`config.mk`:
```
export PLATFORM = sky130hd
export DESIGN_NAME = mem_arbiter
export DESIGN_NICKNAME = d
export VERILOG_FILES = /design/src/rtl/mem_pkg.sv /design/src/rtl/mem_arbiter.sv
export SDC_FILE = /design/constraint.sdc
export NUM_CORES = 1
export LEC_CHECK = 0
export ABC_CLOCK_PERIOD_IN_PS = 2300
export BUFFER_PORTS_ARGS = -buffer_cell sky130_fd_sc_hd__buf_2
export CORE_MARGIN = 4
export CORE_UTILIZATION = 29
export DETAILED_ROUTE_END_ITERATION = 8
export PLACE_DENSITY_LB_ADDON = 0.15
export SYNTH_ARGS = -nofsm -noshare
export SYNTH_HDL_FRONTEND = slang
export SYNTH_SLANG_ARGS = --single-unit
```
`constraint.sdc`:
```
create_clock -name clk -period 2.3 [get_ports clk]
set_input_delay 0.46 -clock clk [delete_from_list [all_inputs] [get_ports clk]]
set_output_delay 0.46 -clock clk [all_outputs]
set_load 0.03 [all_outputs]
```
`src/rtl/mem_pkg.sv`:
```
package mem_pkg;

    // field widths of the line memory
    localparam int ADDR_W = 8;
    localparam int LINE_W = 32;
    localparam int TAG_W  = 3;
    localparam int ID_W   = TAG_W + 1;   // port bit on top of the tag

    typedef logic [ADDR_W-1:0] addr_t;   // 256 lines
    typedef logic [LINE_W-1:0] line_t;
    typedef logic [TAG_W-1:0]  tag_t;

    // {port, tag}, port 0 is A and 1 is B
    typedef logic [ID_W-1:0]   id_t;

    // which port wins the next tie
    typedef enum logic {
        OWNER_A = 1'b0,
        OWNER_B = 1'b1
    } owner_e;

endpackage

```
`src/rtl/mem_arbiter.sv`:
```
`timescale 1ns/1ps

module mem_arbiter
    import mem_pkg::*;
(
    input  logic  clk,
    input  logic  rst,

    // cache port a
    input  logic  i_a_req,
    input  logic  i_a_write,
    input  addr_t i_a_addr,
    input  line_t i_a_wdata,
    input  tag_t  i_a_tag,

    // cache port b
    input  logic  i_b_req,
    input  logic  i_b_write,
    input  addr_t i_b_addr,
    input  line_t i_b_wdata,
    input  tag_t  i_b_tag,

    input  logic  i_stall,         // pipeline cannot take anything

    output logic  o_a_grant,
    output logic  o_b_grant,

    // request into the pipeline
    output logic  o_req_valid,
    output logic  o_req_write,
    output addr_t o_req_addr,
    output line_t o_req_data,
    output id_t   o_req_id
);

    owner_e owner_q;               // priority holder for the next tie
    logic   pick_b;

    // grants are combinational, one port at most
    always_comb begin
        o_a_grant = 1'b0;
        o_b_grant = 1'b0;
        if (!i_stall) begin
            if (i_a_req && i_b_req) begin
                o_a_grant = (owner_q == OWNER_A);
                o_b_grant = (owner_q == OWNER_B);
            end else begin
                o_a_grant = i_a_req;
                o_b_grant = i_b_req;
            end
        end
    end

    // rotate only when the holder actually got served
    always_ff @(posedge clk or posedge rst) begin
        if (rst) begin
            owner_q <= OWNER_A;
        end else if (o_a_grant && owner_q == OWNER_A) begin
            owner_q <= OWNER_B;
        end else if (o_b_grant && owner_q == OWNER_B) begin
            owner_q <= OWNER_A;
        end
    end

    assign pick_b = o_b_grant;

    // steer the winner's fields, id gets the port bit on top
    assign o_req_valid = o_a_grant | o_b_grant;
    assign o_req_write = pick_b ? i_b_write : i_a_write;
    assign o_req_addr  = pick_b ? i_b_addr  : i_a_addr;
    assign o_req_data  = pick_b ? i_b_wdata : i_a_wdata;
    assign o_req_id    = pick_b ? {1'b1, i_b_tag} : {1'b0, i_a_tag};

endmodule

```
==> impl_metrics.py <==
metrics = {
    "layout": {
        "final_common_cell": "buf_2",
        "top_regs": "owner_q: 1 flops",
        "areaGrowthSynthToFinish_pct": 88.8,
        "n_antenna_cell": 0,
        "final_area_um2": 1480,
        "largest_reg_flops": 1,
        "num-fill-cells": 240,
        "final_nets": 292,
        "multi_input_area_um2": 684,
        "regMostFlops": "owner_q",
        "seqCellArea_um2": 25.0,
        "drive_gt1_frac": 0.944,
        "final_cell_mix": "buf_2 (140), mux2_4 (39), mux2_2 (5)",
    },
    "drt": {
        "route.detailed.drc": 0,
        "drt_pass1_iterations": 3,
        "wirelength_um": 2940,
        "viasPerCell": 4.44,
        "num_vias": 1007,
        "avgRoutedWirePerCell_um": 13.0,
        "ant_nets": 0,
        "drt-initial-drc-count": 11,
    },
    "sta": {
        "tightest_slew_ps": 305,
        "rsz0062_at_grt": "no",
        "hold_viol": 0,
        "fmax_mhz": 472,
        "setup-tns-final_ps": 0,
        "slew_violations": 0,
        "fin_crit_ps": 2120,
        "setup_viol": 0,
        "fin_crit_sh": 0.921,
        "slew_headroom": 0.796,
        "fin_worst_skew_ps": 0,
    },
    "power_and_ir_drop": {
        "power.total_w": 0.000465,
        "powerDensity_nw_per_um2": 315,
        "peakVddDrop_mv": 0.205,
        "p_leak_nw": 0.991,
    },
    "setup_path": {
        "worstPathArrival_ps": 1660,
        "cpMostUsedCell": "buf_2",
        "worstSetupStartpointType": "primary input",
        "cp_max_fo": 45,
        "cpPeakStageDelay_ps": 330,
        "cp_slowest_cell": "mux2_4",
        "r2r_setup_slack_ps": 1660,
        "critPathRequiredTime_ps": 1840,
        "reg2reg_to": "owner_q$_DFFE_PP0P_",
        "r2r_cells": 2,
        "crit_buf_inv": 3,
        "endpoint_kind": "output port",
        "crit_type": "primary input to output port",
        "reg2reg_from": "owner_q$_DFFE_PP0P_",
        "critPathTopFamily": "buffers and inverters",
        "crit_chain": "buf_2 > nand2b_1 > a21o_2 > buf_12 > mux2_4 > buf_2",
    },
    "placed_design": {
        "dpl_cell_area_um2": 1480,
        "hpwl_um": 2700,
        "gp_congestion": 0.642,
        "io_buffers": 140,
    },
    "grt": {
        "met3_usage": 0.0173,
        "busiest_layer": "met2",
        "grt.total_usage": 0.137,
        "grt_max_degree": 46,
        "grt_first_pass_wirelength_um": 4010,
        "grtUsageMet2": 0.315,
        "antenna_found_initial": 0,
        "grtUsageMet1": 0.122,
        "overflow": 0,
        "grt_pass1_vias": 1030,
    },
    "yosys": {
        "synth_warnings": 0,
        "ys_ff_latch": 1,
        "synth_nets": 155,
        "synth.avg_cell_area_um2": 12.6,
        "syn-cell-area_um2": 783,
        "synthCells": 62,
        "ys_seq_area_frac": 0.0319,
        "synth_cell_types": 12,
    },
    "die": {
        "ios": 141,
        "start_util": 0.311,
        "rows": 18,
        "die_h_um": 60.0,
        "dieWidth_um": 60.0,
        "core-area_um2": 2520,
        "design.die.area_um2": 3600,
    },
    "job": {
        "cap_violations": 0,
    },
    "cts": {
        "post_cts_resized": 0,
        "clk_latency_ps": 0,
        "hold_buffers": 0,
        "post_cts_buffers": 0,
        "path_clk_slew_ps": 0,
    },
    "min_path": {
        "hp-class": "primary input to async pin",
    },
    "status": {
        "outcome": "complete, no violations",
    },
}
[layout make-up]
type                            instances  share of cell area
Tap cell                               30              0.0254
Inverter                                3             0.00761
Sequential cell                         1              0.0169
Multi-Input combinational cell         52               0.463
Timing Repair Buffer                  141               0.487
[per-layer routing]
layer  up-vias  wire length (µm)
met5         -                 0
met4         0                 0
met3         0               367
met2        64              1730
met1       448               849
li1        495                 -
[cell families after synthesis]
group / synth area share
compound gates: 0.0224
buf+inv: 0.0958
mux: 0.819
simple gates: 0.0303
flops: 0.0319
[how the worst max path moves through the flow]
stage	depth (start not counted)	endpoint	slack, ps	from
global route	6	o_req_addr[7]	110	i_stall
floorplan	6	o_req_id[3]	370	i_stall
detailed placement	6	o_req_data[14]	180	i_stall
global placement	6	o_req_data[18]	210	i_stall
CTS	6	o_req_addr[7]	180	i_stall
finish	6	o_req_data[14]	180	i_stall
[cell usage after synthesis, drive strengths merged]
library cell / number / area (µm²)
a21o: 1 / 7.51
a21oi: 1 / 5.00
dfrtp: 1 / 25.0
buf: 6 / 63.8
mux2: 44 / 642
inv: 3 / 11.3
nand2b: 2 / 12.5
nor2: 2 / 7.51
o21ai: 1 / 5.00
nand2: 1 / 3.75
[report_power, final]
part           switching [W]  internal [W]  leakage [nW]
registers         0.00000280     0.0000214        0.0121
logic               0.000234      0.000207         0.979
clock network              0             0             0
total               0.000237      0.000228         0.991
[through the flow]
| stage | instances | hold slack (ps) | util | worst slack (ps) |
|---|---|---|---|---|
| after global routing | 227 | 302 | 0.586 | 113 |
| after detailed placement | 227 | 298 | 0.586 | 181 |
| after floorplan | 62 | 189 | - | 375 |
| after global placement | 227 | 297 | 0.586 | 208 |
| final | 227 | 296 | 0.586 | 182 |
| after CTS | 227 | 298 | 0.586 | 181 |
Power figures use the tool's default switching activity.
