### src/rtl/mem_pkg.sv
package mem_pkg;

    // field widths of the line memory
    localparam int ADDR_W = 8;
    localparam int LINE_W = 32;
    localparam int TAG_W  = 3;
    localparam int ID_W   = TAG_W + 1;   // port bit on top of the tag

    typedef logic [ADDR_W-1:0] addr_t;   // 256 lines
    typedef logic [LINE_W-1:0] line_t;
    typedef logic [TAG_W-1:0]  tag_t;

    // {port, tag}, port 0 is A and 1 is B
    typedef logic [ID_W-1:0]   id_t;

    // which port wins the next tie
    typedef enum logic {
        OWNER_A = 1'b0,
        OWNER_B = 1'b1
    } owner_e;

endpackage

### src/rtl/resp_queue.sv
`timescale 1ns/1ps

module resp_queue
    import mem_pkg::*;
#(
    parameter int DEPTH = 4
) (
    input  logic  clk,
    input  logic  rst,

    input  logic  i_push,
    input  line_t i_push_data,
    input  id_t   i_push_id,

    input  logic  i_ack,           // sampled while o_valid is high

    output logic  o_full,

    // head of the queue, the shared response bus
    output logic  o_valid,
    output line_t o_data,
    output id_t   o_id
);

    localparam int PTR_W = (DEPTH > 1) ? $clog2(DEPTH) : 1;
    localparam int CNT_W = $clog2(DEPTH + 1);

    line_t data_mem [DEPTH];
    id_t   id_mem   [DEPTH];

    logic [PTR_W-1:0] wr_ptr;
    logic [PTR_W-1:0] rd_ptr;
    logic [CNT_W-1:0] count;

    logic do_push;
    logic do_pop;

    assign o_full  = (count == CNT_W'(DEPTH));
    assign o_valid = (count != '0);
    assign o_data  = data_mem[rd_ptr];
    assign o_id    = id_mem[rd_ptr];

    assign do_pop  = o_valid && i_ack;
    assign do_push = i_push && (!o_full || do_pop);  // full but draining is fine

    always_ff @(posedge clk or posedge rst) begin
        if (rst) begin
            wr_ptr <= '0;
            rd_ptr <= '0;
            count  <= '0;
        end else begin
            if (do_push) begin
                wr_ptr <= (wr_ptr == PTR_W'(DEPTH - 1)) ? '0 : wr_ptr + PTR_W'(1);
            end
            if (do_pop) begin
                rd_ptr <= (rd_ptr == PTR_W'(DEPTH - 1)) ? '0 : rd_ptr + PTR_W'(1);
            end
            case ({do_push, do_pop})
                2'b10:   count <= count + CNT_W'(1);
                2'b01:   count <= count - CNT_W'(1);
                default: count <= count;   // both or neither
            endcase
        end
    end

    // entry storage
    always_ff @(posedge clk) begin
        if (do_push) begin
            data_mem[wr_ptr] <= i_push_data;
            id_mem[wr_ptr]   <= i_push_id;
        end
    end

endmodule

### config.mk
export PLATFORM = sky130hd
export DESIGN_NAME = resp_queue
export DESIGN_NICKNAME = d
export VERILOG_FILES = /design/src/rtl/mem_pkg.sv /design/src/rtl/resp_queue.sv
export SDC_FILE = /design/constraint.sdc
export NUM_CORES = 1
export LEC_CHECK = 0
export ABC_AREA = 1
export BUFFER_PORTS_ARGS = -buffer_cell sky130_fd_sc_hd__buf_2
export CORE_ASPECT_RATIO = 1.25
export CORE_MARGIN = 3
export CORE_UTILIZATION = 50
export CTS_CLUSTER_SIZE = 28
export DETAILED_ROUTE_END_ITERATION = 16
export PLACE_DENSITY = 0.71
export SLEW_MARGIN = 20
export SYNTH_ARGS = -nofsm -noshare
export SYNTH_HDL_FRONTEND = slang
export SYNTH_SLANG_ARGS = --single-unit
### constraint.sdc
create_clock -name clk -period 5.6 [get_ports clk]
set_input_delay 0.28 -clock clk [delete_from_list [all_inputs] [get_ports clk]]
set_output_delay 0.28 -clock clk [all_outputs]
set_load 0.05 [all_outputs]
==> impl_metrics.csv <==
group,metric,value,unit
cts,cts_root_buf,"clkbuf_16",
global_routing,track_usage,18.7,%
logic_synthesis,synth_top_area_share,74.4,%
layout,syn_to_final_growth,21.3,%
sta,tns,0,ns
logic_synthesis,yosysTopAreaCell,"edfxtp_1",
floorplan,die-area,0.0130,mm^2
placement,hpwl,6.65,mm
placement,gp_congestion,0.732,
worst_setup_path,path_cells,"inv_2 -> buf_4 -> nor2_1 -> o22ai_1 -> buf_2",
logic_synthesis,synth_area,0.00581,mm^2
logic_synthesis,synth.distinct_cells,25,
sta,setup_viol_count_final,0,
logic_synthesis,ys_ff_latch,151,
sta,timing.final.hold_violations,0,
logic_synthesis,syn_avg_cell_area,14.3,um^2
global_routing,overflow,0,
cts,cts_sinks,151,
drt,drc,0,
drt,viasPerCell,5.55,
floorplan,core_area,0.0112,mm^2
logic_synthesis,netlist_instances,407,
logic_synthesis,syn-num-nets,453,
worst_setup_path,slowest_stage,"buf_4",
run_status,status,"complete, no violations",
cts,tritoncts,"done",
drt,ant_nets,0,
drt,wl_per_cell,17.8,um
drt,wl,11.4,mm
cts,cts_inserted_buffers,17,
hold_path,holdCritPathClass,"in -> reg",
sta,finalCriticalPeriod,2.66,ns
cts,clk-insertion-delay-late,0.41,ns
layout,final_nets,535,
cts,path_clk_slew,0.06,ns
floorplan,ios,78,
logic_synthesis,synth.top_cells.by_area,"edfxtp_1, nor2_1, o21ai_0, o22ai_1, dfrtp_1",
cts,cts_setup_buffers,0,
worst_setup_path,worstPathRequired,5.32,ns
drt,dr.pass1.iters,4,
floorplan,rows,43,
worst_setup_path,critPathArrivalTime,2.38,ns
global_routing,grt_max_degree,75,
job,cap_violations,0,
worst_setup_path,cp-start-kind,"register",
global_routing,grt_pass1_vias,3559,
drt,routed-via-count,3540,
sta,timing.final.crit_share,47.5,%
worst_setup_path,endpoint_kind,"output pin",
sta,rsz0062_at_grt,"false",
layout,drive_gt1_share,26.7,%
worst_setup_path,crit_fanout,37,
floorplan,die_w,102,um
cts,clockBufferDepth,2,
worst_setup_path,crit_type,"reg -> out",
sta,fmax,0.376,GHz
sta,fin_skew,0.00691,ns
sta,drv_slew,0,
logic_synthesis,ys_seq_area_share,77.4,%
sta,tightest_slew,0.701,ns
global_routing,antenna_found_initial,2,
global_routing,grt_first_pass_wirelength,18.1,mm
worst_setup_path,slowest_delay,0.46,ns
drt,first_iter_violations,226,
cts,cts_htree_levels,4,
placement,port_buffers,77,
worst_setup_path,path_delay_family,"buffers and inverters",
worst_setup_path,timing.critical_path.buf_inv,3,
floorplan,start_util,51.7,%
placement,place_inst,604,
sta,slew_headroom,53.2,%
layout,final_cell_count_no_fill,638,
logic_synthesis,yosys_warnings,0,
floorplan,die_h,127,um
-- synthesized netlist by cell type (all sizes together) --
master    n
nand3     4
a21oi     5
edfxtp  144
o22ai    36
o21ai    74
fa        1
nor2     81
xor2      1
ha        5
clkbuf    6
dfrtp     7
inv      17
buf      16
nand4     2
nand2     8
-- path summary, 6_finish.rpt --
| path | start | end | slack (ns) | cells after the start |
|---|---|---|---|---|
| max | rd_ptr[0]$_DFFE_PP0N_ | o_data[14] | 2.94 | 5 |
| max reg2reg | count[0]$_DFFE_PP0P_ | data_mem[0][14]$_DFFE_PP_ | 3.61 | 5 |
| min in group asynchronous | rst | count[2]$_DFFE_PP0P_ | 0.35 | 3 |
| min | i_push_id[3] | id_mem[2][3]$_DFFE_PP_ | 0.09 | 1 |
| max in group asynchronous | rst | rd_ptr[0]$_DFFE_PP0N_ | 5.00 | 3 |
| min reg2reg | count[0]$_DFFE_PP0P_ | count[0]$_DFFE_PP0P_ | 0.56 | 1 |
-- through the flow --
step | instance area (um^2) | hold WS (ns) | worst slack, ns | utilization, %
floorplan | 5810 | 0.0834 | 2.95 | -
global placement | 6330 | 0.240 | 3.42 | 56.3
detailed placement | 6370 | 0.238 | 3.35 | 56.7
CTS | 7040 | 0.0727 | 2.91 | 62.6
global route | 7050 | 0.0735 | 2.73 | 62.7
finish | 7050 | 0.0856 | 2.94 | 62.7
-- cell type report --
type | count | area (um^2)
Timing Repair Buffer | 85 | 480
Fill cell | 832 | 4200
Inverter | 17 | 63.8
Sequential cell | 151 | 4500
Antenna cell | 1 | 2.50
Multi-Input combinational cell | 217 | 1170
Tap cell | 135 | 169
Clock inverter | 14 | 230
Clock buffer | 18 | 429
-- flip-flops by register name, summed over array words and instances, names as in the netlist --
register,count
count,3
data_mem,128
rd_ptr,2
wr_ptr,2
id_mem,16
-- per-layer routing --
metal | track usage (%) | vias to the layer above | share of wire [%]
met5 | 0 | - | 0.11
met4 | 6.95 | 2 | 1.0
met3 | 5.23 | 14 | 5.2
met2 | 30.5 | 90 | 53
met1 | 23.9 | 1762 | 40
li1 | - | 1672 | -
-- timing repair --
action	in CTS	in global routing
endpoints found under the hold margin	7	0
hold buffers	1	0
gates resized for setup	0	0
-- placed cells by master (no fill, tap or decap), types with 4 or more instances in the layout --
master / netlist / layout
edfxtp_1: 144 / 144
buf_2: 16 / 77
nor2_1: 79 / 75
o21ai_0: 50 / 50
o22ai_1: 36 / 36
o21ai_1: 23 / 23
clkbuf_16: 0 / 17
inv_1: 14 / 14
bufinv_16: 0 / 6
dfrtp_1: 7 / 6
nor2_4: 1 / 5
ha_1: 5 / 5
buf_4: 0 / 5
nand2_1: 4 / 4
-- kinds of logic after synthesis --
logic type / Yosys count / share of synthesized area (%)
buffers and inverters: 39 / 2.91
and+or+nand+nor: 95 / 7.00
adders and majority gates: 6 / 1.42
DFF: 151 / 77.5
AOI/OAI and AO/OA: 115 / 11.1
xor gates and xnor gates: 1 / 0.151
Power is not shown: default switching activity piles up to over one toggle a cycle in this logic, so the estimate is an artifact.
